$ cat src/cache_pkg.sv
package cache_pkg;

    // word address into the data array.
    localparam int addr_bits = 10;

    // a full line as seen by the store and load clients.
    localparam int line_bits = 128;

    // one SRAM word, which is also one beat of a line.
    localparam int word_bits = 32;

    localparam int beats_per_line = line_bits / word_bits;

    localparam int id_bits = 2;

    typedef logic [addr_bits-1:0] cache_addr_t;

    // beat 0 sits in the lowest bits of the line.
    typedef logic [line_bits-1:0] cache_line_t;

    typedef logic [word_bits-1:0] cache_word_t;

    typedef logic [id_bits-1:0] req_id_t;

    // the extra top bit flags that the last beat is done.
    typedef logic [$clog2(beats_per_line):0] beat_idx_t;

    typedef enum logic [1:0] {
        rd_idle,
        rd_issue,
        rd_drain
    } rd_state_t;

endpackage

$ cat src/cache_read_interface.sv
`timescale 1ns/1ps

module cache_read_interface
    import cache_pkg::*;
(
    input  logic        clk,
    input  logic        rst,

    output logic        rd_ready,
    input  logic        rd_valid,
    input  cache_addr_t rd_addr,
    input  req_id_t     rd_id,

    output logic        rd_resp_valid,
    output req_id_t     rd_resp_id,
    output cache_line_t rd_resp_data,

    output logic        port_req,
    input  logic        port_ready,
    output logic        port_ce_n,
    output cache_addr_t port_addr,
    input  cache_word_t port_rdata
);

    rd_state_t   state;
    rd_state_t   state_nxt;
    beat_idx_t   issue_idx;
    beat_idx_t   issue_idx_nxt;
    logic        issue;
    cache_addr_t base_addr;
    req_id_t     cur_id;
    cache_line_t line_buf;

    // the word of the beat read in the previous cycle is on port_rdata now.
    logic        prev_valid;
    beat_idx_t   prev_idx;

    assign rd_ready     = (state == rd_idle);
    assign port_req     = (state == rd_issue);
    assign rd_resp_id   = cur_id;
    assign rd_resp_data = line_buf; // stable through the response cycle.

    always_comb begin
        state_nxt     = state;
        issue_idx_nxt = issue_idx;
        issue         = 1'b0;
        port_ce_n     = 1'b1;
        port_addr     = '0;

        case (state)
            rd_idle: begin
                if (rd_valid) begin
                    state_nxt     = rd_issue;
                    issue_idx_nxt = '0;
                end
            end
            rd_issue: begin
                if (port_ready) begin
                    issue         = 1'b1;
                    port_ce_n     = 1'b0;
                    port_addr     = base_addr + cache_addr_t'(issue_idx);
                    issue_idx_nxt = issue_idx + 1'b1;
                    if (issue_idx_nxt[$bits(beat_idx_t)-1]) begin
                        state_nxt = rd_drain;
                    end
                end
            end
            rd_drain: state_nxt = rd_idle; // last word lands in line_buf here.
            default:  state_nxt = rd_idle;
        endcase
    end

    always_ff @(posedge clk) begin
        if (rst) begin
            state         <= rd_idle;
            issue_idx     <= '0;
            prev_valid    <= 1'b0;
            rd_resp_valid <= 1'b0;
        end else begin
            state         <= state_nxt;
            issue_idx     <= issue_idx_nxt;
            prev_valid    <= issue;
            rd_resp_valid <= (state == rd_drain);
        end
    end

    always_ff @(posedge clk) begin
        if (rd_ready && rd_valid) begin
            base_addr <= rd_addr;
            cur_id    <= rd_id;
        end
        prev_idx <= issue_idx;
        if (prev_valid) begin
            line_buf[prev_idx * word_bits +: word_bits] <= port_rdata;
        end
    end

    a_resp_single_pulse : assert property (
        @(posedge clk) disable iff (rst) rd_resp_valid |=> !rd_resp_valid
    );

endmodule

$ cat config.mk
export PLATFORM = sky130hd
export DESIGN_NAME = cache_read_interface
export DESIGN_NICKNAME = d
export VERILOG_FILES = /design/src/cache_pkg.sv /design/src/cache_read_interface.sv
export SDC_FILE = /design/constraint.sdc
export NUM_CORES = 1
export LEC_CHECK = 0
export ABC_AREA = 1
export BUFFER_PORTS_ARGS = -buffer_cell sky130_fd_sc_hd__clkbuf_2
export CAP_MARGIN = 25
export CORE_UTILIZATION = 35
export CTS_CLUSTER_SIZE = 40
export DETAILED_ROUTE_END_ITERATION = 8
export PLACE_DENSITY = 0.64
export SETUP_SLACK_MARGIN = 0.15
export SYNTH_ARGS = -nofsm -noshare
export SYNTH_HDL_FRONTEND = slang
export SYNTH_SLANG_ARGS = --single-unit
$ cat constraint.sdc
create_clock -name clk -period 3 [get_ports clk]
set_input_delay 0.3 -clock clk [delete_from_list [all_inputs] [get_ports clk]]
set_output_delay 0.3 -clock clk [all_outputs]
set_load 0.02 [all_outputs]
Yosys cells after proc, flatten, opt, wreduce, memory -nomap -nowiden
Index checks and enable logic that the tools add are counted.
- shifts and indexed selects: 2
- bitwise logic cells: 1
- add/sub/neg operators: 3
- muxes and demuxes: 13
- reduce and logical (&&, ||, !) cells: 6
- equal/unequal tests: 5
- operators with widths (cell ; number):
    128-bit bitwise mux ; 1
    32-bit by 34-bit variable shift with 128-bit output (first input constant) ; 1
    32-bit by 34-bit variable part select with 128-bit output ; 1
    8-bit negator with 34-bit output ; 1
    10-bit 2-to-1 mux ; 2
    10-bit by 3-bit adder with 10-bit output ; 1
    2-bit 2-to-1 mux ; 3
    3-bit 2-to-1 mux ; 2
    2-bit by 1-bit != test with 1-bit output (second input constant) ; 3
    3-bit one-hot mux with 2 select lines ; 1
    3-bit AND reduction ; 2
    2-bit one-hot mux with 2 select lines ; 1
    3-bit by 1-bit adder with 3-bit output (second input constant) ; 1
    1-bit 2-to-1 mux ; 3
    2-bit by 1-bit equality test with 1-bit output (second input constant) ; 1
    2-bit equality test (second input constant) ; 1
    2-bit zero test ; 1
    2-bit nonzero test ; 1
    2-bit OR reduction ; 1
    1-bit logical AND ; 1
    1-bit inverter ; 1
- input port bits: 48
- register bits: 150

Longest topological paths before layout
- depth after elaboration: 4
- gate-level depth with buffers: 11
- depth with buffers taken out: 11

Worst setup path before layout
No wires, ideal clock.
- path type: register -> register
- start point: reg prev_idx[0] (netlist name)
- end point: reg line_buf[0], in the netlist rd_resp_data[0], enable pin
- buffers on the path: 3
- library setup time: 416 ps
- required time: 2584 ps
- stages on the path, launching flop included: 9
- data arrival time: 2874 ps
- setup slack: -290 ps
- path through: dfxtp_1 buf_2 inv_2 ha_1 ha_1 or2_1 buf_4 buf_6 nor3_2
- RTL lines (element ; line ; text):
    end signal, assigned by index ; cache_read_interface.sv:94 ; line_buf[prev_idx * word_bits +: word_bits] <= port_rdata;
    end, declared ; cache_read_interface.sv:32 ; cache_line_t line_buf;

Final worst setup path
- start point: reg issue_idx[0]
- end point: out port_addr[8]
- longest elaborated chain between the ends: 3
- ends and longest elaborated chain (element ; line ; text):
    start, declared ; cache_read_interface.sv:27 ; beat_idx_t issue_idx;
    start signal, assigned ; cache_read_interface.sv:81 ; issue_idx <= issue_idx_nxt;
    10-bit by 3-bit adder with 10-bit output ; cache_read_interface.sv:61 ; port_addr = base_addr + cache_addr_t'(issue_idx);
    10-bit 2-to-1 mux ; cache_read_interface.sv:58 ; if (port_ready) begin
    10-bit 2-to-1 mux ; cache_read_interface.sv:50 ; case (state)
    end, declared ; cache_read_interface.sv:21 ; output cache_addr_t port_addr,
No other way between the ends.

==> run summary <==
routability cong.: 0.790
CP max FO: 5
Period minus WS final: 2.54 ns
FF-to-FF setup slack: 0.65 ns
Total GRT Usage: 17.2%
Post-DP HPWL: 11.1 mm
Via-to-Cell Ratio: 4.59
sequential share of the synthesized area: 72.9%
gr ovfl total: 0
TNS Setup: 0 ns
mux cell area share after synthesis: 0%
Mapped Area: 0.00604 mm²
worst-margin pin slew: 0.851 ns
syn nets: 540
Yosys cell types: 25
Core Rows: 47
Leakage Power: 0.00334 µW
Max Clk Rate: 394 MHz
top-count cell post-synth: edfxtp_1
DR DRC count: 0
compound-gate portion of the synthesized area: 0.994%
Post-synth EDFFs: 140
Clk pwr share: 43.7%
Die Height: 133 µm
Top FF cell, synth: edfxtp_1
Core Box Area: 0.0167 mm²
# clock sinks: 150
CTS tree: yes
clock tree buffer depth: 2
PD cells: 597 mW/mm²
Post-synth ARST share: 0%
worst setup margin: 0.461 ns
Final Non-Filler Cells: 913
Clock Skews: 0.0132 ns
hold crit path type: in -> reg
Post-Synth Simple-Gate Area: 18.3%
starting density of the core: 36.2%
FILL cells: 1545
syn_area_per_cell: 12.5 µm²
# setup viols final: 0
placed cell count: 881
Synth Warn #: 0
Antenna Nets Post-Route: 0
I/O Buffers: 191
CP endpoint kind: output pin
PostCTS Resize Cnt: 0
fin. max-slew vios: 0
ranking of synthesized cells by area: edfxtp_1 (70%), nor2_1 (7.8%), nor3_2 (5.0%)
setup bufs post-CTS: 0
# diodes: 0
clock-pin slew on the worst setup and hold paths: 0.06 ns
Comb pwr share: 6.6%
main combinational cell family by area after synthesis: simple AND/OR/NAND/NOR gates
sequential power share: 49.6%
largest net degree at the start of global routing: 35
Data arrival, critical path: 2.24 ns
Clock Latency Late Sink: 0.42 ns
final WL: 15.0 mm
Place WS: 0.685 ns
Die Span X: 133 µm
initial antenna violation count: 0
multi-input logic area: 0.00134 mm²
Initial DRC Count: 235
maximum vdd drop: 0.381 mV
Sw Share: 22.3%
Area Overhead vs Synth: 29.5%
WL/cell: 16.4 µm
top-area cell type share of the netlist area: 69.6%
Fin. Hold Viols: 0
total CTS buffers: 17
Final #Nets: 738
Post-Synth Adder-Cell Area: 2.20%
H-tree depth: 4
XOR/XNOR Fraction of Synth Area: 0.145%
P_int: 3630 µW
Max-slew headroom: 43.1%
switching pwr: 1040 µW
IO Pins: 192
post-synth top area cell: edfxtp_1
Die Area: 0.0178 mm²
startpoint types: flip-flop
Post-Syn Instances: 482
final hold slack: 0.0545 ns
kind of critical path: reg -> out
unrepaired setup endpoints after global routing: false
first-pass GRT wire length: 22.5 mm
fin util: 46.9%
layout cells sized above 1: 38.5%
Synth Register Bits: 150
Req. time, crit path: 2.70 ns
fin crit share: 84.6%
max-cap viol count: 0
TritonRoute pass-1 iters: 5
outcome: finished clean
Hold Buf Count CTS: 0
most frequent cells after synthesis: edfxtp_1 (140), nor2_1 (125), nand2_1 (67)
vias in the first global route: 4189
via count: 4187
FF/Latch Area: 0.00441 mm²
root buffer cell: clkbuf_16
[through the flow]
stage               total power, µW  cell area (µm²)
floorplan                      2570             6050
global route                   4820             7830
detailed placement             2680             7260
CTS                            4710             7830
finish                         4670             7830
global placement               2670             7260
[area by class of cell]
type / instances / area share (%)
inverters: 55 / 2.64
clock inverters: 11 / 1.63
multi-input cells: 256 / 17.1
clock buffers: 21 / 5.63
repair buffers: 200 / 13.2
well taps: 220 / 3.52
flip-flops and latches: 150 / 56.3
[cell usage in the layout (no fill, tap or decap), types with 6 or more instances in the layout]
master and n:
clkbuf_2 191, edfxtp_1 140, nor2_1 122, nand2_1 67
inv_1 53, nor3_2 29, clkbuf_16 17, ha_1 9
dfxtp_1 9, buf_4 8, a21oi_1 6
[sequential cells by signal, summed over array words and instances (netlist names)]
register and cells:
rd_resp_id 2, rd_resp_valid 1, base_addr 10, prev_valid 1, rd_resp_data 128, prev_idx 3
issue_idx 3, state 2
[final timing paths]
kind,from,to,depth (start not counted)
hold reg to reg,issue_idx[1]$_SDFFE_PP0P_,prev_idx[1]$_DFF_P_,0
setup reg to reg,prev_idx[1]$_DFF_P_,rd_resp_data[5]$_DFFE_PP_,6
hold / removal,rd_addr[2],base_addr[2]$_DFFE_PP_,1
setup / recovery,issue_idx[0]$_SDFFE_PP0P_,port_addr[8],9
[per-layer routing]
| layer | wire length, µm | GRT usage, % |
|---|---|---|
| met1 | 5740 | 19.7 |
| met2 | 7490 | 30.2 |
| met3 | 1580 | 5.33 |
| met4 | 196 | 6.44 |
| met5 | 0 | 0 |
[critical path: stages (launching register included)]
cell	delay, ns
dfxtp_1	0.40
ha_1	0.21
inv_1	0.06
fa_1	0.38
inv_1	0.06
nand2_1	0.06
a21boi_0	0.25
a21oi_1	0.10
nor2_1	0.11
clkbuf_2	0.18
[power by group through the flow]
| stage | logic, µW | registers, µW | clock network [µW] |
|---|---|---|---|
| finish | 311 | 2320 | 2040 |
| global route | 340 | 2320 | 2160 |
| CTS | 316 | 2320 | 2080 |
| detailed placement | 315 | 2360 | 0 |
| global placement | 308 | 2360 | 0 |
| floorplan | 198 | 2370 | 0 |
[kinds of logic (layout without fill, tap and decap cells)]
kind of cell             count (synthesis)  after routing
AO/OA/AOI/OAI                           11             11
XOR/XNOR                                 1              1
adder cells (fa/ha/maj)                 10             10
buffers and inverters                   76            287
flip-flops                             150            150
AND/OR/NAND/NOR                        234            234
No activity file was read; power rests on OpenSTA's default activity.
