**config.mk**
```make
export PLATFORM = sky130hd
export DESIGN_NAME = cache_port_arbiter
export DESIGN_NICKNAME = d
export VERILOG_FILES = /design/src/cache_pkg.sv /design/src/cache_port_arbiter.sv
export SDC_FILE = /design/constraint.sdc
export NUM_CORES = 1
export LEC_CHECK = 0
export BUFFER_PORTS_ARGS = -buffer_cell sky130_fd_sc_hd__buf_2
export CORE_UTILIZATION = 23
export CTS_CLUSTER_DIAMETER = 80
export CTS_CLUSTER_SIZE = 14
export DETAILED_ROUTE_END_ITERATION = 6
export GPL_TIMING_DRIVEN = 0
export PLACE_DENSITY_LB_ADDON = 0.05
export REMOVE_ABC_BUFFERS = 1
export SETUP_SLACK_MARGIN = 0.5
export SLEW_MARGIN = 10
export SYNTH_ARGS = -nofsm -noshare
export SYNTH_HDL_FRONTEND = slang
export SYNTH_SLANG_ARGS = --single-unit
```
**constraint.sdc**
```tcl
create_clock -name clk -period 3 [get_ports clk]
set_input_delay 0.6 -clock clk [delete_from_list [all_inputs] [get_ports clk]]
set_output_delay 0.6 -clock clk [all_outputs]
set_load 0.01 [all_outputs]
```
**src/cache_pkg.sv**
```systemverilog
package cache_pkg;

    // word address into the data array.
    localparam int addr_bits = 10;

    // a full line as seen by the store and load clients.
    localparam int line_bits = 128;

    // one SRAM word, which is also one beat of a line.
    localparam int word_bits = 32;

    localparam int beats_per_line = line_bits / word_bits;

    localparam int id_bits = 2;

    typedef logic [addr_bits-1:0] cache_addr_t;

    // beat 0 sits in the lowest bits of the line.
    typedef logic [line_bits-1:0] cache_line_t;

    typedef logic [word_bits-1:0] cache_word_t;

    typedef logic [id_bits-1:0] req_id_t;

    // the extra top bit flags that the last beat is done.
    typedef logic [$clog2(beats_per_line):0] beat_idx_t;

    typedef enum logic [1:0] {
        rd_idle,
        rd_issue,
        rd_drain
    } rd_state_t;

endpackage

```
**src/cache_port_arbiter.sv**
```systemverilog
`timescale 1ns/1ps

module cache_port_arbiter
    import cache_pkg::*;
(
    input  logic        clk,
    input  logic        rst,

    input  logic        wr_port_req,
    input  logic        rd_port_req,
    output logic        wr_port_ready,
    output logic        rd_port_ready,

    input  logic        wr_ce_n,
    input  logic        wr_we_n,
    input  cache_addr_t wr_addr,
    input  cache_word_t wr_wdata,
    input  logic        rd_ce_n,
    input  cache_addr_t rd_addr,

    output logic        sram_ce_n,
    output logic        sram_we_n,
    output cache_addr_t sram_addr,
    output cache_word_t sram_wdata
);

    logic last_grant; // high when the write side won the last granted cycle.

    assign wr_port_ready = wr_port_req && (!rd_port_req || !last_grant);
    assign rd_port_ready = rd_port_req && (!wr_port_req || last_grant);

    always_comb begin
        sram_ce_n  = 1'b1;
        sram_we_n  = 1'b1;
        sram_addr  = '0;
        sram_wdata = '0;
        if (wr_port_ready) begin
            sram_ce_n  = wr_ce_n;
            sram_we_n  = wr_we_n;
            sram_addr  = wr_addr;
            sram_wdata = wr_wdata;
        end else if (rd_port_ready) begin
            sram_ce_n = rd_ce_n;
            sram_addr = rd_addr;
        end
    end

    always_ff @(posedge clk) begin
        if (rst) begin
            last_grant <= 1'b1; // so the read side wins the first conflict.
        end else if (wr_port_ready) begin
            last_grant <= 1'b1;
        end else if (rd_port_ready) begin
            last_grant <= 1'b0;
        end
    end

    a_one_grant : assert property (
        @(posedge clk) disable iff (rst) !(wr_port_ready && rd_port_ready)
    );

endmodule

```
Yosys cells after proc, flatten, opt, wreduce, memory -nomap -nowiden
Cells that the tools add are included.
{ "totals": {"register_bits": 1, "output_inout_bits": 46, "input_bits": 59} }
{ "classes": {"mux": 6, "n_reduce_logical": 8} }
{ "ops": {"columns": ["cell", "count"], "rows": [
  ["2-to-1 mux 32 bit", 1],
  ["2-to-1 mux 10 bit", 2],
  ["zero test 1 bit", 3],
  ["2-to-1 mux 1 bit", 3],
  ["logical AND 1 bit", 2],
  ["logical OR 1 bit", 2],
  ["OR reduction 2 bit", 1]
]} }

Longest topological paths before layout
Gate-level depths: netlist of run 1.
{ "depth": {"word_depth": 5, "depth_mapped": 3, "mapped_depth_nobuf": 2} }

Worst setup path before layout of run 1
OpenSTA, ideal clock, no wires.
{ "synth_timing": {"kind": "input port to output port", "start": "input port wr_port_req", "end": "output port sram_wdata[23]", "setup_slack_ns": 1.186, "path_stages": 3, "arrival_time_ns": 1.214, "n_path_buf": 1, "path_cell_list": "a21boi_4 buf_2 and2_1"} }
{ "synth_between": {"elab_chain_cells": 2} }
{ "synth_lines": {"columns": ["element", "line", "text"], "rows": [
  ["from (decl)", "cache_port_arbiter.sv:9", "input logic wr_port_req,"],
  ["logical AND 1 bit", "cache_port_arbiter.sv:29", "assign wr_port_ready = wr_port_req && (!rd_port_req || !last_grant);"],
  ["net wr_port_ready", "cache_port_arbiter.sv:11", "output logic wr_port_ready,"],
  ["2-to-1 mux 32 bit", "cache_port_arbiter.sv:37", "if (wr_port_ready) begin"],
  ["to (decl)", "cache_port_arbiter.sv:24", "output cache_word_t sram_wdata"]
]} }
The timed path passes the listed nets, and every way through them passes these cells.

Worst setup path after layout of run 1
{ "layout_timing": {"start": "input port rd_port_req", "end": "output port sram_wdata[26]"} }
{ "layout_between": {"elab_chain_cells": 4} }
{ "layout_lines": {"columns": ["element", "line", "text"], "rows": [
  ["from (decl)", "cache_port_arbiter.sv:10", "input logic rd_port_req,"],
  ["zero test 1 bit", "cache_port_arbiter.sv:29", null],
  ["logical OR 1 bit", "cache_port_arbiter.sv:29", null],
  ["logical AND 1 bit", "cache_port_arbiter.sv:29", null],
  ["2-to-1 mux 32 bit", "cache_port_arbiter.sv:37", null]
]} }
No other way between the ends.

==> results.toml, run 1 <==
[global_routing]
grt_first_pass_wirelength_mm = 2.21
first_global_vias = 496
grt-ovfl-total = 0
antenna_found_initial = 0
track_usage_pct = 13.7
grt_max_degree = 46

[timing]
period_needed_ns = 2.18
worstMarginPinSlew_ns = 0.489
drv_slew = 0
rsz0062_at_grt = "false"
hold_viol = 0
setup_violations = 0
max_freq_ghz = 0.458
skew_ns = 0
finalCritPeriodShare_pct = 72.8
maxSlewHeadroom_pct = 67.3
tns_ns = 0

[min_path]
min_path_cells = 2
hold_path.startpoint = "last_grant"
hold_path_class = "flop to flop"
hold_end = "last_grant"

[cells_and_area]
nNetsFinal = 218
final_common_cell = "buf_2"
top_regs = "last_grant (1)"
drive_above_1_share_pct = 67.5
largest_reg_flops = 1
final_cell_mix = "104 x buf_2, 33 x and2_1, 10 x a32o_1, 3 x nand2b_1"
area_delta_synth_final_pct = 129
stdcell_count = 182
antenna_cells = 0
regMostFlops = "last_grant"

[worst_setup_path]
critPathMostFrequentCell = "buf_2"
r2r-end = "last_grant"
arrival_ns = 1.58
crit_chain = "buf_2 > a21boi_4 > and2_1 > buf_2"
crit_fanout = 22
critPathRequiredTime_ns = 2.40
startpoint_type = "primary input"
critPathBufInv = 2
r2r_slack_ns = 1.87
cp_top_family = "compound AO/OA/AOI/OAI gates"
rr_worst_depth = 2
cp.depth = 4
timing_worst_setup_path_type = "primary input to output pin"
r2r-start = "last_grant"
crit_path_end_kind = "output pin"
crit_slowest_cell = "a21boi_4"
critical_path.max_stage_delay_ns = 0.46

[drt]
drt-initial-drc-count = 8
wirelength_mm = 1.84
vias = 801
drt_pass1_iterations = 6
drt_drc_violations_left = 0
vias_per_cell = 4.40
detail-route-antenna-nets = 0
post_drt_wl_per_cell_um = 10.1

[power]
power_w = 0.000157
ir_drop_mv = 0.120
leakagePower_nw = 0.609
power.density_nw_per_um2 = 164

[floorplan]
core_um2 = 1710
ios = 105
dieArea_um2 = 1990
die_h_um = 44.6
core.rowCount = 15
die_w_um = 44.6
start_util_pct = 24.5

[clock_network]
cts_setup_buffers = 0
clk_latency_ns = 0
post_cts_resized = 0
clkTransAtPathRegs_ns = 0
holdBufCountCts = 0

[synthesis]
synthTopCellsByArea = "and2_1 49%, a32o_1 24%, buf_2 7.2%, dfxtp_1 4.8%, a21boi_4 4.5%"
yosysSeqAreaShare_pct = 4.79
avgSynthCellArea_um2 = 7.21
yosysTopAreaCell = "and2_1"
synth-seq-cells = 1
yosysWarnings = 0
netlist_area_um2 = 418
synth_top_area_share_pct = 49.4
synthCells = 58
synth.distinct_cells = 9

[placement]
place.gp.congestion = 0.640
place_inst = 181
io_buffer_count = 104

[flow_run]
cap_violations = 0

[status]
status = "completed"
==> cell families (layout without fill, tap and decap cells) <==
logic type             Yosys count  count (layout)  share of synthesized area, %
buffers and inverters            8             106                          8.98
DFF                              1               1                          4.79
and+or+nand+nor                 37              37                          55.7
AOI/OAI and AO/OA               12              13                          30.5
==> cell usage after synthesis, drive strengths merged <==
cell type  count
nand2b         3
buf            6
a32oi          1
a32o          10
a21boi         1
and2          33
inv            2
dfxtp          1
nand3b         1
==> metrics by stage <==
step	util, %	worst slack [ns]	instance area [um2]	hold slack (ns)
detailed placement	55.0	0.542	940	0.530
global route	56.1	0.696	958	0.663
CTS	55.0	0.541	940	0.535
global placement	55.0	0.590	940	0.523
floorplan	-	1.00	388	0.507
finish	56.1	0.816	958	0.592
==> power by group <==
group / total, W / leakage (nW) / switching [W] / internal [W]
combinational: 0.000140 / 0.601 / 0.0000642 / 0.0000763
sequential: 0.0000170 / 0.00837 / 0.00000227 / 0.0000147
clock: 0 / 0 / 0 / 0
==> how the worst max path moves through the flow <==
stage | from | to
after global placement | rd_port_req | sram_wdata[13]
after CTS | rd_port_req | sram_addr[2]
after global routing | rd_port_req | sram_addr[4]
after detailed placement | rd_port_req | sram_wdata[20]
final | rd_port_req | sram_wdata[26]
after floorplan | wr_port_req | sram_wdata[0]
==> per-layer routing <==
metal,up-vias,part of all wire (%),global-route usage (%)
met3,0,12,0.816
met2,55,52,27.6
li1,402,-,-
met4,0,0,0
met1,344,36,16.5
met5,-,0,0
==> final cells by class <==
| class | instances | area, um2 |
|---|---|---|
| fillers | 174 | 749 |
| inverters | 2 | 7.51 |
| multi-input cells | 50 | 379 |
| flip-flops and latches | 1 | 20.0 |
| well taps | 25 | 31.3 |
| repair buffers | 104 | 520 |
==> worst register-to-register path: cells and delay by family, from the launching register on <==
family | cells | cell delay, ns
AND/OR/NAND/NOR | 2 | 0.55
flip-flops | 1 | 0.44
Note: power is estimated with default switching activity, not from simulation.
==> run 2: changes to the inputs <==
--- a/config.mk
+++ b/config.mk
@@ -6,7 +6,7 @@
 export NUM_CORES = 1
 export LEC_CHECK = 0
 export BUFFER_PORTS_ARGS = -buffer_cell sky130_fd_sc_hd__buf_2
-export CORE_UTILIZATION = 23
+export CORE_UTILIZATION = 21
 export CTS_CLUSTER_DIAMETER = 80
 export CTS_CLUSTER_SIZE = 14
 export DETAILED_ROUTE_END_ITERATION = 6
==> constraint.sdc (replaced) <==
create_clock -name clk -period 2.1 [get_ports clk]
set_input_delay 0.42 -clock clk [delete_from_list [all_inputs] [get_ports clk]]
set_output_delay 0.42 -clock clk [all_outputs]
set_load 0.01 [all_outputs]
==> results.toml, run 2 (synthesis gave the netlist of run 1 again) <==
[timing]
worstMarginPinSlew_ns = 0.308
skew_ns = 0
hold_viol = 0
maxSlewHeadroom_pct = 79.4
rsz0062_at_grt = "true"
finalCritPeriodShare_pct = 76.2
tns_ns = 0
drv_slew = 0
max_freq_ghz = 0.625
setup_violations = 0
period_needed_ns = 1.60

[placement]
hpwlAfterDp_mm = 1.45
place_inst = 181
place.gp.congestion = 0.668
io_buffer_count = 104

[floorplan]
dieArea_um2 = 2170
core_um2 = 1800
die_h_um = 46.6
start_util_pct = 23.2
die_w_um = 46.6
core.rowCount = 15
ios = 105

[cells_and_area]
final_common_cell = "buf_2"
top_regs = "last_grant (1)"
antenna_cells = 0
drive_above_1_share_pct = 71.1
nNetsFinal = 227
regMostFlops = "last_grant"
largest_reg_flops = 1
final_cell_mix = "102 x buf_2, 32 x and2_1, 10 x a32o_1, 4 x a21boi_4, 4 x buf_4"
stdcell_count = 191
area_delta_synth_final_pct = 174

[worst_setup_path]
timing_worst_setup_path_type = "primary input to output pin"
crit_fanout = 6
rr_worst_depth = 2
endpoint = "sram_wdata[11]"
arrival_ns = 1.18
crit_path_start = "rd_port_req"
crit_path_end_kind = "output pin"
r2r_slack_ns = 1.16
critPathRequiredTime_ns = 1.68
r2r-start = "last_grant"
r2r-end = "last_grant"
startpoint_type = "primary input"

[drt]
drt-initial-drc-count = 4
post_drt_wl_per_cell_um = 11.7
vias = 826
drt_drc_violations_left = 0
wirelength_mm = 2.23
vias_per_cell = 4.32
drt_pass1_iterations = 3
detail-route-antenna-nets = 0

[flow_run]
cap_violations = 0

[clock_network]
holdBufCountCts = 0
clkTransAtPathRegs_ns = 0
clk_latency_ns = 0

[power]
ir_drop_mv = 0.195
power.density_nw_per_um2 = 237
leakagePower_nw = 0.701

[status]
status = "completed"

[global_routing]
antenna_found_initial = 0
grt_first_pass_wirelength_mm = 2.61
first_global_vias = 542
grt_max_degree = 18
track_usage_pct = 16.0
grt-ovfl-total = 0

[min_path]
hold_path.startpoint = "last_grant"
hold_path_class = "flop to flop"
==> run 2: cell count changes in the layout (fill, tap and decap cells not counted), sizes merged <==
cell    delta
buf        +5
a21boi     +2
clkbuf     +2
==> run 2: worst max-delay path, stage by stage <==
cell and delay (ns):
buf_16 0.12, a21boi_4 0.22, clkbuf_16 0.18, and2_1 0.11
buf_2 0.12
==> run 2: where the power goes <==
| part | internal [W] | total [W] | switching (W) |
|---|---|---|---|
| Clock | 0 | 0 | 0 |
| Sequential | 0.0000214 | 0.0000273 | 0.00000591 |
| Combinational | 0.000143 | 0.000244 | 0.000101 |
==> run 2: what timing repair did <==
action | CTS | global route
setup endpoints to repair | 45 | 36
setup buffers | 1 | 4
resized for setup | 9 | 7
gates cloned | 3 | 2
pin swaps | 2 | 2
==> run 2: metrics by stage <==
| stage | area [um2] | hold WS (ns) | setup WS [ns] | power [W] | utilization, % |
|---|---|---|---|---|---|
| 4_1_cts | 1030 | 0.602 | 0.499 | 0.000249 | 57.4 |
| 3_3_place_gp | 940 | 0.522 | 0.0433 | 0.000218 | 52.2 |
| 3_5_place_dp | 940 | 0.527 | 0.00137 | 0.000220 | 52.2 |
| 5_1_grt | 1140 | 0.625 | 0.458 | 0.000294 | 63.5 |
| 6_report | 1140 | 0.603 | 0.500 | 0.000271 | 63.5 |
| 2_1_floorplan | 388 | 0.507 | 0.460 | 0.000112 | - |
==> run 2: area by class of cell <==
type	instances	area, um2
Timing Repair Buffer	111	658
Fill cell	165	657
Multi-Input combinational cell	52	427
Tap cell	25	31.3
Sequential cell	1	21.3
Inverter	2	7.51
==> run 2: layer usage <==
layer	wire length (um)	track usage, %	share of wire (%)	vias to the layer above
met5	0	0	0	-
met4	0	1.14	0	0
met3	196	1.18	8.8	0
met2	1200	30.3	54	42
met1	829	20.0	37	357
li1	-	-	-	427
==> run 2: how the worst min path moves through the flow <==
| stage | end | slack (ns) | depth (start not counted) |
|---|---|---|---|
| after floorplan | last_grant | 0.51 | 2 |
| after CTS | last_grant | 0.60 | 2 |
| final | last_grant | 0.60 | 2 |
| after global routing | last_grant | 0.62 | 2 |
| after global placement | last_grant | 0.52 | 2 |
| after detailed placement | last_grant | 0.53 | 2 |
