===== config.mk =====
export PLATFORM = sky130hd
export DESIGN_NAME = cache_write_interface
export DESIGN_NICKNAME = d
export VERILOG_FILES = /design/src/cache_pkg.sv /design/src/cache_write_interface.sv
export SDC_FILE = /design/constraint.sdc
export NUM_CORES = 1
export LEC_CHECK = 0
export BUFFER_PORTS_ARGS = -buffer_cell sky130_fd_sc_hd__buf_2
export CAP_MARGIN = 5
export CELL_PAD_IN_SITES_DETAIL_PLACEMENT = 1
export CELL_PAD_IN_SITES_GLOBAL_PLACEMENT = 1
export CORE_MARGIN = 5
export CORE_UTILIZATION = 33
export DETAILED_ROUTE_END_ITERATION = 12
export PLACE_DENSITY_LB_ADDON = 0.05
export SLEW_MARGIN = 20
export SYNTH_ARGS = -nofsm -noshare
export SYNTH_HDL_FRONTEND = slang
export SYNTH_SLANG_ARGS = --single-unit

===== constraint.sdc =====
create_clock -name clk -period 2.6 [get_ports clk]
set_input_delay 0 -clock clk [delete_from_list [all_inputs] [get_ports clk]]
set_output_delay 0 -clock clk [all_outputs]
set_load 0.01 [all_outputs]

===== src/cache_pkg.sv =====
package cache_pkg;

    // word address into the data array.
    localparam int addr_bits = 10;

    // a full line as seen by the store and load clients.
    localparam int line_bits = 128;

    // one SRAM word, which is also one beat of a line.
    localparam int word_bits = 32;

    localparam int beats_per_line = line_bits / word_bits;

    localparam int id_bits = 2;

    typedef logic [addr_bits-1:0] cache_addr_t;

    // beat 0 sits in the lowest bits of the line.
    typedef logic [line_bits-1:0] cache_line_t;

    typedef logic [word_bits-1:0] cache_word_t;

    typedef logic [id_bits-1:0] req_id_t;

    // the extra top bit flags that the last beat is done.
    typedef logic [$clog2(beats_per_line):0] beat_idx_t;

    typedef enum logic [1:0] {
        rd_idle,
        rd_issue,
        rd_drain
    } rd_state_t;

endpackage


===== src/cache_write_interface.sv =====
`timescale 1ns/1ps

module cache_write_interface
    import cache_pkg::*;
(
    input  logic        clk,
    input  logic        rst,

    output logic        wr_ready,
    input  logic        wr_valid,
    input  cache_addr_t wr_addr,
    input  cache_line_t wr_data,
    input  req_id_t     wr_id,

    output logic        wr_ack_valid,
    output req_id_t     wr_ack_id,

    output logic        port_req,
    input  logic        port_ready,
    output logic        port_ce_n,
    output logic        port_we_n,
    output cache_addr_t port_addr,
    output cache_word_t port_wdata
);

    logic        cur_valid;
    logic        cur_valid_nxt;
    cache_line_t cur_data;
    cache_line_t cur_data_nxt;
    cache_addr_t cur_addr;
    cache_addr_t cur_addr_nxt;
    beat_idx_t   cur_idx;
    beat_idx_t   cur_idx_nxt;
    req_id_t     cur_id;
    req_id_t     cur_id_nxt;
    logic        write_last;

    assign wr_ready = !cur_valid;
    assign port_req = cur_valid || wr_valid; // a line being accepted asks for the port at once.

    always_comb begin
        cur_valid_nxt = cur_valid;
        cur_data_nxt  = cur_data;
        cur_addr_nxt  = cur_addr;
        cur_idx_nxt   = cur_idx;
        cur_id_nxt    = cur_id;
        write_last    = 1'b0;

        if (wr_ready && wr_valid) begin
            cur_valid_nxt = 1'b1;
            cur_data_nxt  = wr_data;
            cur_addr_nxt  = wr_addr;
            cur_idx_nxt   = '0;
            cur_id_nxt    = wr_id;
        end

        port_ce_n  = 1'b1;
        port_we_n  = 1'b1;
        port_addr  = '0;
        port_wdata = '0;

        if (cur_valid_nxt && port_ready) begin
            port_ce_n   = 1'b0;
            port_we_n   = 1'b0;
            port_addr   = cur_addr_nxt + cache_addr_t'(cur_idx_nxt); // wraps at the array end.
            port_wdata  = cur_data_nxt[cur_idx_nxt * word_bits +: word_bits];
            cur_idx_nxt = cur_idx_nxt + 1'b1;
            if (cur_idx_nxt[$bits(beat_idx_t)-1]) begin
                write_last    = 1'b1;
                cur_valid_nxt = 1'b0;
            end
        end
    end

    always_ff @(posedge clk) begin
        if (rst) begin
            cur_valid    <= 1'b0;
            wr_ack_valid <= 1'b0;
        end else begin
            cur_valid    <= cur_valid_nxt;
            wr_ack_valid <= write_last;
        end
    end

    always_ff @(posedge clk) begin
        cur_data <= cur_data_nxt;
        cur_addr <= cur_addr_nxt;
        cur_idx  <= cur_idx_nxt;
        cur_id   <= cur_id_nxt;
        if (write_last) begin
            wr_ack_id <= cur_id_nxt;
        end
    end

    a_no_ce_without_grant : assert property (
        @(posedge clk) disable iff (rst) !port_ready |-> port_ce_n
    );

endmodule


# == After elaboration in Yosys (flattened, before gate mapping) ==
# Index checks and enable logic that the tools add are counted.
# word_totals
n_memories,0
romBits,0
ramBits,0
inputBits,144
ff_bits,147
output_inout_bits,49
latchBits,0
# classes
addsub,2
reduce_logical,4
magnitude_cmp,0
shifts,1
multipliers,0
n_bitwise,0
div,0
eq_ne,0
mux,13
# ops
operator,count
$mux W128,1
$shiftx A128 B9 Y32,1
$mux W32,1
$mux W10,2
$add A10 B3 Y10,1
$mux W1,6
$mux W3,2
$add A3 B1 Y3 const B,1
$logic_and A1 B1 Y1,2
$mux W2,1
$logic_not A1 Y1,1
$logic_or A1 B1 Y1,1

# == Logic depth before layout (Yosys ltp) ==
# Gate-level depths: netlist (run 1).
# depth
depth_word,6
mapped_depth,13
mapped_depth_nobuf,9

# == Least setup slack after synthesis (run 1) ==
# OpenSTA, ideal clock, no wires.
# synth_timing
path_kind,register to output
startpoint,register cur_valid
endpoint,output port port_addr[9]
n_path_buf,4
path_stages_with_launch,14
t_arrival_ns,2.653
path_slack_ns,-0.053
cell_sequence,dfxtp_1 nand2b_1 buf_6 buf_6 clkbuf_1 clkbuf_1 nand2_1 nand2_1 ha_1 a21oi_1 o21ai_0 a31oi_1 or4_1 a21oi_1
# synth_between
elab_chain_len,5
elab_cells_between_ends,8
# synth_lines
item,line,text
"start, declared",cache_write_interface.sv:26,logic cur_valid;
"start signal, assigned",cache_write_interface.sv:80,cur_valid <= cur_valid_nxt;
$logic_not A1 Y1,cache_write_interface.sv:38,assign wr_ready = !cur_valid;
$logic_and A1 B1 Y1,cache_write_interface.sv:49,if (wr_ready && wr_valid) begin
$mux W10,cache_write_interface.sv:49,
via cur_addr_nxt[0],cache_write_interface.sv:31,cache_addr_t cur_addr_nxt;
$add A10 B3 Y10,cache_write_interface.sv:65,port_addr = cur_addr_nxt + cache_addr_t'(cur_idx_nxt);
$mux W10,cache_write_interface.sv:62,if (cur_valid_nxt && port_ready) begin
"end, declared",cache_write_interface.sv:22,"output cache_addr_t port_addr,"
# The timed path passes the listed nets, and every way through them passes these cells.

# == Final worst setup path (run 1) ==
# layout_timing
startpoint,register cur_valid
endpoint,output port port_addr[8]
# layout_between
elab_chain_len,5
elab_cells_between_ends,8
# layout_lines
item,line
$logic_not A1 Y1,cache_write_interface.sv:38
$logic_and A1 B1 Y1,cache_write_interface.sv:49
$mux W10 (tied with other cells),cache_write_interface.sv:49
$add A10 B3 Y10 or $logic_and A1 B1 Y1 (tied branches),"cache_write_interface.sv:65, cache_write_interface.sv:62"
$mux W10 *,cache_write_interface.sv:62
# Mark *: on every way between the ends. The rest lies on a longest branch, timed or not.

==> metrics.txt, run 1 <==
clock latency at the later pin of the worst-skew pair 0.42 ns; critical path arrival 2.46 ns; Overflow after GRT 0; Setup Skew 0.00571 ns; DRT iter0 DRCs 198; Pins Over Slew Limit 0; # fillers 2219; sum of negative setup slack 0 ns; share of post-route cells with drive strength above 1 25.9%; top-level I/O count 193; via count of the first global-routing pass 6969; Netlist cell types 34; largest stage delay on the critical path 0.35 ns; Yosys top cell by area dfxtp_1; cells along the critical path nand2b_4 > and2_1 > ha_4 > ha_1 > a31o_2 > a21oi_2 > o21ai_0 > a21oi_1 > buf_2; synth-to-layout area growth 53.2%; Post-Place Worst Slack 0.154 ns; final net count 1245; number of flops mapped to enable cells by yosys 2; RD Place Congestion 0.727; mean post-synth cell area 8.00 um2; async set-or-reset flop fraction in the synthesized netlist 0%; RSZ-0062 raised after global routing no; DRC Markers 0; Routed WL 21100 um; setup ws final 0.138 ns; largest net degree at the start of global routing 67; Synth top area share 46.8%; Synth Warn # 0; # diodes 0; power after layout about 0.0071 W; CTS Buf Count 17; starting density of the core roughly 33%; first-pass GRT wire length about 34000 um; footprint of the multi-input gates 3060 um2; post-route ant nets 0; Fin. Hold Viols 0; CTS tree yes; Die Wd between 100 and 150 um; Hold WC Path Type input port to flop; Final min period about 2.5 ns; Main synth FF type dfxtp_1; Max FO, Critical Path 6; synth top area cells dfxtp_1 (47%), nand2_1 (27%), mux4_2 (12%); drt pass-1 iters 6; cell count after synthesis about 780; worst vdd ir 0.000446 V; clock buffer depth 2; number of max-cap violations 0; Finished Layout Cells 1344; top-count cell post-synth nand2_1; outcome finished clean; Critical Path Slowest Stage Cell dfxtp_2; post-route clock period utilization between 90 and 100%; Vias/cell between 4 and 5; post-DP HPWL 12800 um; Die Area 21600 um2; Root Buffer clkbuf_16; synth cell count leaders nand2_1 (450), dfxtp_1 (145), a21oi_1 (40); Slew headroom between 50% and 60%; Clock Sink Count about 150; Reg2Reg Setup Slack 0.79 ns; Crit. End Element primary output; syn_nets about 920; DR WL/cell about 16 um; # setup viols final 0; pwr dens 750 nW/um2; Fmax 406 MHz; Critical Path Start Type flop; die height 147 um; core area 18600 um2; number of synthesized register bits approximately 150; leakage 4.70 nW; Port Buf Inserts approximately 190; vias post-DR 6306; FF/Latch Area 2970 um2; Rows 50; Data required, critical path 2.60 ns; GRT Util Overall between 15 and 20%; H-tree levels 4; antenna violations before repair 0; mapped cell area between 6000 and 7000 um2; placed cells roughly 1200; Worst Tran Pin Value 0.731 ns; clk slew on worst S/H paths roughly 0.06 ns; Seq/Total Area, Yosys a little under half; Crit Path Category flop to primary output
==> worst max-delay path: cells and delay by family, from the launching register on <==
family                   cells  cell delay (ns)
flip-flops                   1             0.35
buffers and inverters        1             0.15
AND/OR/NAND/NOR              2             0.37
AO/OA/AOI/OAI                4             0.81
adder cells (fa/ha/maj)      2             0.36
==> final cells by class <==
| class | instances | area share [%] |
|---|---|---|
| Clock inverter | 12 | 1.65 |
| Clock buffer | 19 | 4.56 |
| Sequential cell | 147 | 31.2 |
| Inverter | 5 | 0.198 |
| Tap cell | 234 | 3.08 |
| Timing Repair Buffer | 352 | 27.1 |
| Multi-Input combinational cell | 575 | 32.2 |
==> routing by layer <==
layer / vias to the layer above / wire length (um) / track usage (%)
met3: 25 / 819 / 4.01
li1: 3125 / - / -
met5: - / 0 / 0
met4: 0 / 350 / 6.34
met2: 141 / 11000 / 36.5
met1: 3015 / 8960 / 22.4
==> power by group <==
group | leakage [nW] | switching [W] | internal (W)
combinational | 3.19 | 0.000896 | 0.000946
clock | 0.276 | 0.000986 | 0.00151
sequential | 1.24 | 0.000176 | 0.00262
==> what timing repair did <==
action	4_1_cts	5_1_grt
gates resized for setup	4	4
pin swaps	1	0
hold buffers	142	0
setup endpoints to repair	7	6
gates cloned	1	0
hold endpoints to repair	144	0
setup buffers	9	0
==> kinds of logic after synthesis <==
family | after synthesis | synth area share [%]
simple gates | 476 | 29.6
xor+xnor | 7 | 0.989
buf+inv | 53 | 3.79
fa+ha+maj | 3 | 0.605
flops | 147 | 47.8
compound gates | 51 | 4.26
mux | 38 | 13.0
==> metrics by stage <==
| step | area [um2] | hold slack (ns) | util, % |
|---|---|---|---|
| after floorplan | 6200 | 0.0716 | - |
| after global placement | 7330 | 0.178 | 39.5 |
| after detailed placement | 7330 | 0.181 | 39.5 |
| after CTS | 9470 | 0.0273 | 51.0 |
| after global routing | 9500 | 0.0417 | 51.1 |
| final | 9500 | 0.0365 | 51.1 |
==> registers in the layout, indices dropped and copies added, names as in the netlist <==
register	flops
cur_addr	10
cur_data	128
cur_id	2
cur_idx	3
cur_valid	1
wr_ack_id	2
wr_ack_valid	1
==> cell usage in the layout, fill, tap and decap left out, types with 2 or more instances in the layout <==
master	Yosys	layout
nor2_1	7	7
o21ai_0	7	6
ha_4	0	2
dfxtp_1	145	142
inv_1	4	4
mux4_2	32	32
clkbuf_1	21	2
clkinv_2	0	2
inv_6	0	3
nand2_1	450	450
and3_1	3	3
bufinv_16	0	3
clkinvlp_4	0	4
and2_1	3	3
buf_4	2	15
mux2i_1	2	2
xor2_1	2	2
or3_1	5	5
edfxtp_1	2	2
buf_2	11	192
dlygate4sd3_1	0	142
xnor2_1	5	5
a21oi_1	40	39
clkbuf_16	0	17
dfxtp_2	0	3
==> final timing paths <==
path | startpoint | to | cells after the start
worst max-delay path | cur_valid$_SDFF_PP0_ | port_addr[8] | 9
worst min-delay path | port_ready | cur_valid$_SDFF_PP0_ | 3
worst max register to register | cur_idx[0]$_DFF_P_ | wr_ack_id[0]$_DFFE_PP_ | 4
worst min register to register | cur_data[72]$_DFF_P_ | cur_data[72]$_DFF_P_ | 2
Note: power is estimated with default switching activity, not from simulation.
==> run 2, diff against run 1 <==
--- a/config.mk
+++ b/config.mk
@@ -5,14 +5,14 @@
 export SDC_FILE = /design/constraint.sdc
 export NUM_CORES = 1
 export LEC_CHECK = 0
-export BUFFER_PORTS_ARGS = -buffer_cell sky130_fd_sc_hd__buf_2
+export BUFFER_PORTS_ARGS = -buffer_cell sky130_fd_sc_hd__clkbuf_2
 export CAP_MARGIN = 5
 export CELL_PAD_IN_SITES_DETAIL_PLACEMENT = 1
 export CELL_PAD_IN_SITES_GLOBAL_PLACEMENT = 1
 export CORE_MARGIN = 5
 export CORE_UTILIZATION = 33
 export DETAILED_ROUTE_END_ITERATION = 12
-export PLACE_DENSITY_LB_ADDON = 0.05
+export PLACE_DENSITY_LB_ADDON = 0.1
 export SLEW_MARGIN = 20
 export SYNTH_ARGS = -nofsm -noshare
 export SYNTH_HDL_FRONTEND = slang
==> metrics.txt, run 2 (synthesis gave the netlist of run 1 again) <==
FF/Latch Area 2970 um2 (about the same); largest stage delay on the critical path 0.45 ns (+0.10 ns); Worst Tran Pin Value 0.813 ns (+0.0811 ns); Clock Sink Count 147 (unchanged); most common cell after layout, fill and taps aside nand2_1; Root Buffer clkbuf_16; max FFs per register 128 (unchanged); outcome finished clean; Die Area 21600 um2 (unchanged); Reg2Reg Setup Slack 0.80 ns (about the same); Routed WL 20400 um (-3.3%); R2R depth 6 (+2); Fin. Hold Viols 0 (unchanged); RR Startpoint cur_valid$_SDFF_PP0_; Reg-to-Reg End wr_ack_id[0]$_DFFE_PP_; critical path's most frequent cell buf_4; top-level I/O count 193 (unchanged); CTS tree yes; pwr dens 751 nW/um2 (about the same); Critical Path Slowest Stage Cell nand2b_2; post-route clock period utilization 95.0% (+0.31 points); Buf/Inv on CP 3 (+2); Data required, critical path 2.60 ns (about the same); clock latency at the later pin of the worst-skew pair 0.42 ns (about the same); DRC Markers 0 (unchanged); Crit. End Element primary output; CP delay by family, top simple AND/OR/NAND/NOR gates; # setup viols final 0 (unchanged); Rows 50 (unchanged); hold endpoint cur_valid$_SDFF_PP0_; share of post-route cells with drive strength above 1 26.3% (+0.36 points); core area 18600 um2 (unchanged); starting density of the core 33.4% (unchanged); footprint of the multi-input gates 3060 um2 (+0.29%); first-pass GRT wire length 33800 um (-1.5%); Overflow after GRT 0 (unchanged); clk slew on worst S/H paths 0.06 ns (about the same); Max FO, Critical Path 19 (+13); Slew headroom 45.8% (-5.4 points); sum of negative setup slack 0 ns (unchanged); Finished Layout Cells 1346 (+0.15%); critical path arrival 2.47 ns (about the same); Fmax 405 MHz (-0.32%); most frequent cells in the layout nand2_1 (449), clkbuf_2 (192), dfxtp_1 (142), dlygate4sd3_1 (142), a21oi_1 (38); Setup Skew 0.00604 ns (+0.000333 ns); post-DP HPWL 12200 um (-4.0%); Vias/cell 4.62 (-1.4%); cells along the critical path nand2b_4 > buf_4 > and2_1 > nand2b_2 > buf_4 > a21oi_1 > clkbuf_2; biggest registers after layout cur_data (128), cur_addr (10), cur_idx (3); Hold WC Path Type input port to flop; DR WL/cell 15.2 um (-3.4%); final net count 1244 (-0.080%); via count of the first global-routing pass 6894 (-1.1%); drt pass-1 iters 4 (-2); leakage 4.71 nW (about the same); number of max-cap violations 0 (unchanged); Worst Setup SP cur_valid$_SDFF_PP0_; Critical Path Start Type flop; die height 147 um (unchanged); CTS Buf Count 17 (unchanged); clock buffer depth 2 (unchanged); Post-Place Worst Slack 0.263 ns (+0.110 ns); hold path depth 3 (unchanged); placed cells 1166 (+0.43%); GRT Util Overall 19.3% (-0.32 points); # fillers 2235 (+0.72%); Pins Over Slew Limit 0 (unchanged); setup ws final 0.130 ns (-0.00794 ns); Crit Path Category flop to primary output; HP Start port_ready; Port Buf Inserts 192 (unchanged); post-route ant nets 0 (unchanged); Die Wd 147 um (unchanged); antenna violations before repair 2 (+2); RSZ-0062 raised after global routing yes; RD Place Congestion 0.721 (-0.84%); worst vdd ir 0.000434 V (-2.7%); synth-to-layout area growth 52.8%; Final min period 2.47 ns (+0.00794 ns); H-tree levels 4 (unchanged); Largest Register cur_data; vias post-DR 6225 (-1.3%); DRT iter0 DRCs 224 (+13%); largest net degree at the start of global routing 83 (+24%)
## run 2: cell types whose count changed in the layout (fill, tap and decap cells not counted), sizes merged
cell      change
clkbuf      +194
buf         -192
clkinv        +4
clkinvlp      -2
diode         +2
inv           -2
bufbuf        -1
bufinv        -1
## run 2: report_power, final
group | switching, W | total (W) | internal [W]
Clock | 0.000982 | 0.00251 | 0.00152
Sequential | 0.000170 | 0.00278 | 0.00261
Combinational | 0.000896 | 0.00183 | 0.000933
## run 2: timing repair
item,in CTS,in global routing
hold buffers,142,0
endpoints found under the setup margin,6,16
setup buffers,2,2
pin swaps,0,1
resized for setup,2,12
hold endpoints to repair,144,0
## run 2: per-layer routing
| layer | vias up | wire length [um] | track usage, % |
|---|---|---|---|
| li1 | 3127 | - | - |
| met1 | 2920 | 8800 | 22.6 |
| met2 | 145 | 10300 | 34.5 |
| met3 | 33 | 838 | 5.06 |
| met4 | 0 | 460 | 6.15 |
| met5 | - | 0 | 0 |
## run 2: worst register-to-register path: stages, from the launching register on
cell and delay [ns]:
dfxtp_4 0.36, nor2b_4 0.14, buf_4 0.16, buf_4 0.40, buf_6 0.40, nand2_1 0.14
nand2_1 0.08
## run 2: layout make-up
| class | count | area share, % |
|---|---|---|
| clock inverter | 11 | 1.32 |
| inverter | 5 | 0.198 |
| antenna | 2 | 0.0528 |
| multi-input combinational | 575 | 32.3 |
| sequential | 147 | 31.3 |
| timing repair buffer | 351 | 26.6 |
| tap | 234 | 3.09 |
| clock buffer | 21 | 5.08 |
## run 2: worst max-delay path by stage
stage | endpoint | slack (ns) | cells after the start
floorplan | port_addr[9] | 0.03 | 13
global placement | port_addr[8] | 0.28 | 9
detailed placement | port_addr[8] | 0.26 | 9
CTS | port_addr[5] | 0.008 | 11
global route | port_addr[7] | -0.03 | 10
finish | port_wdata[20] | 0.13 | 7
## run 2: stage by stage
step | total power, W | util (%) | area [um2] | hold WS [ns]
global placement | 0.00443 | 39.6 | 7360 | 0.184
floorplan | 0.00395 | - | 6200 | 0.0716
detailed placement | 0.00446 | 39.6 | 7360 | 0.185
global route | 0.00755 | 51.0 | 9480 | 0.0718
finish | 0.00712 | 51.0 | 9480 | 0.0324
CTS | 0.00718 | 50.6 | 9400 | 0.00756
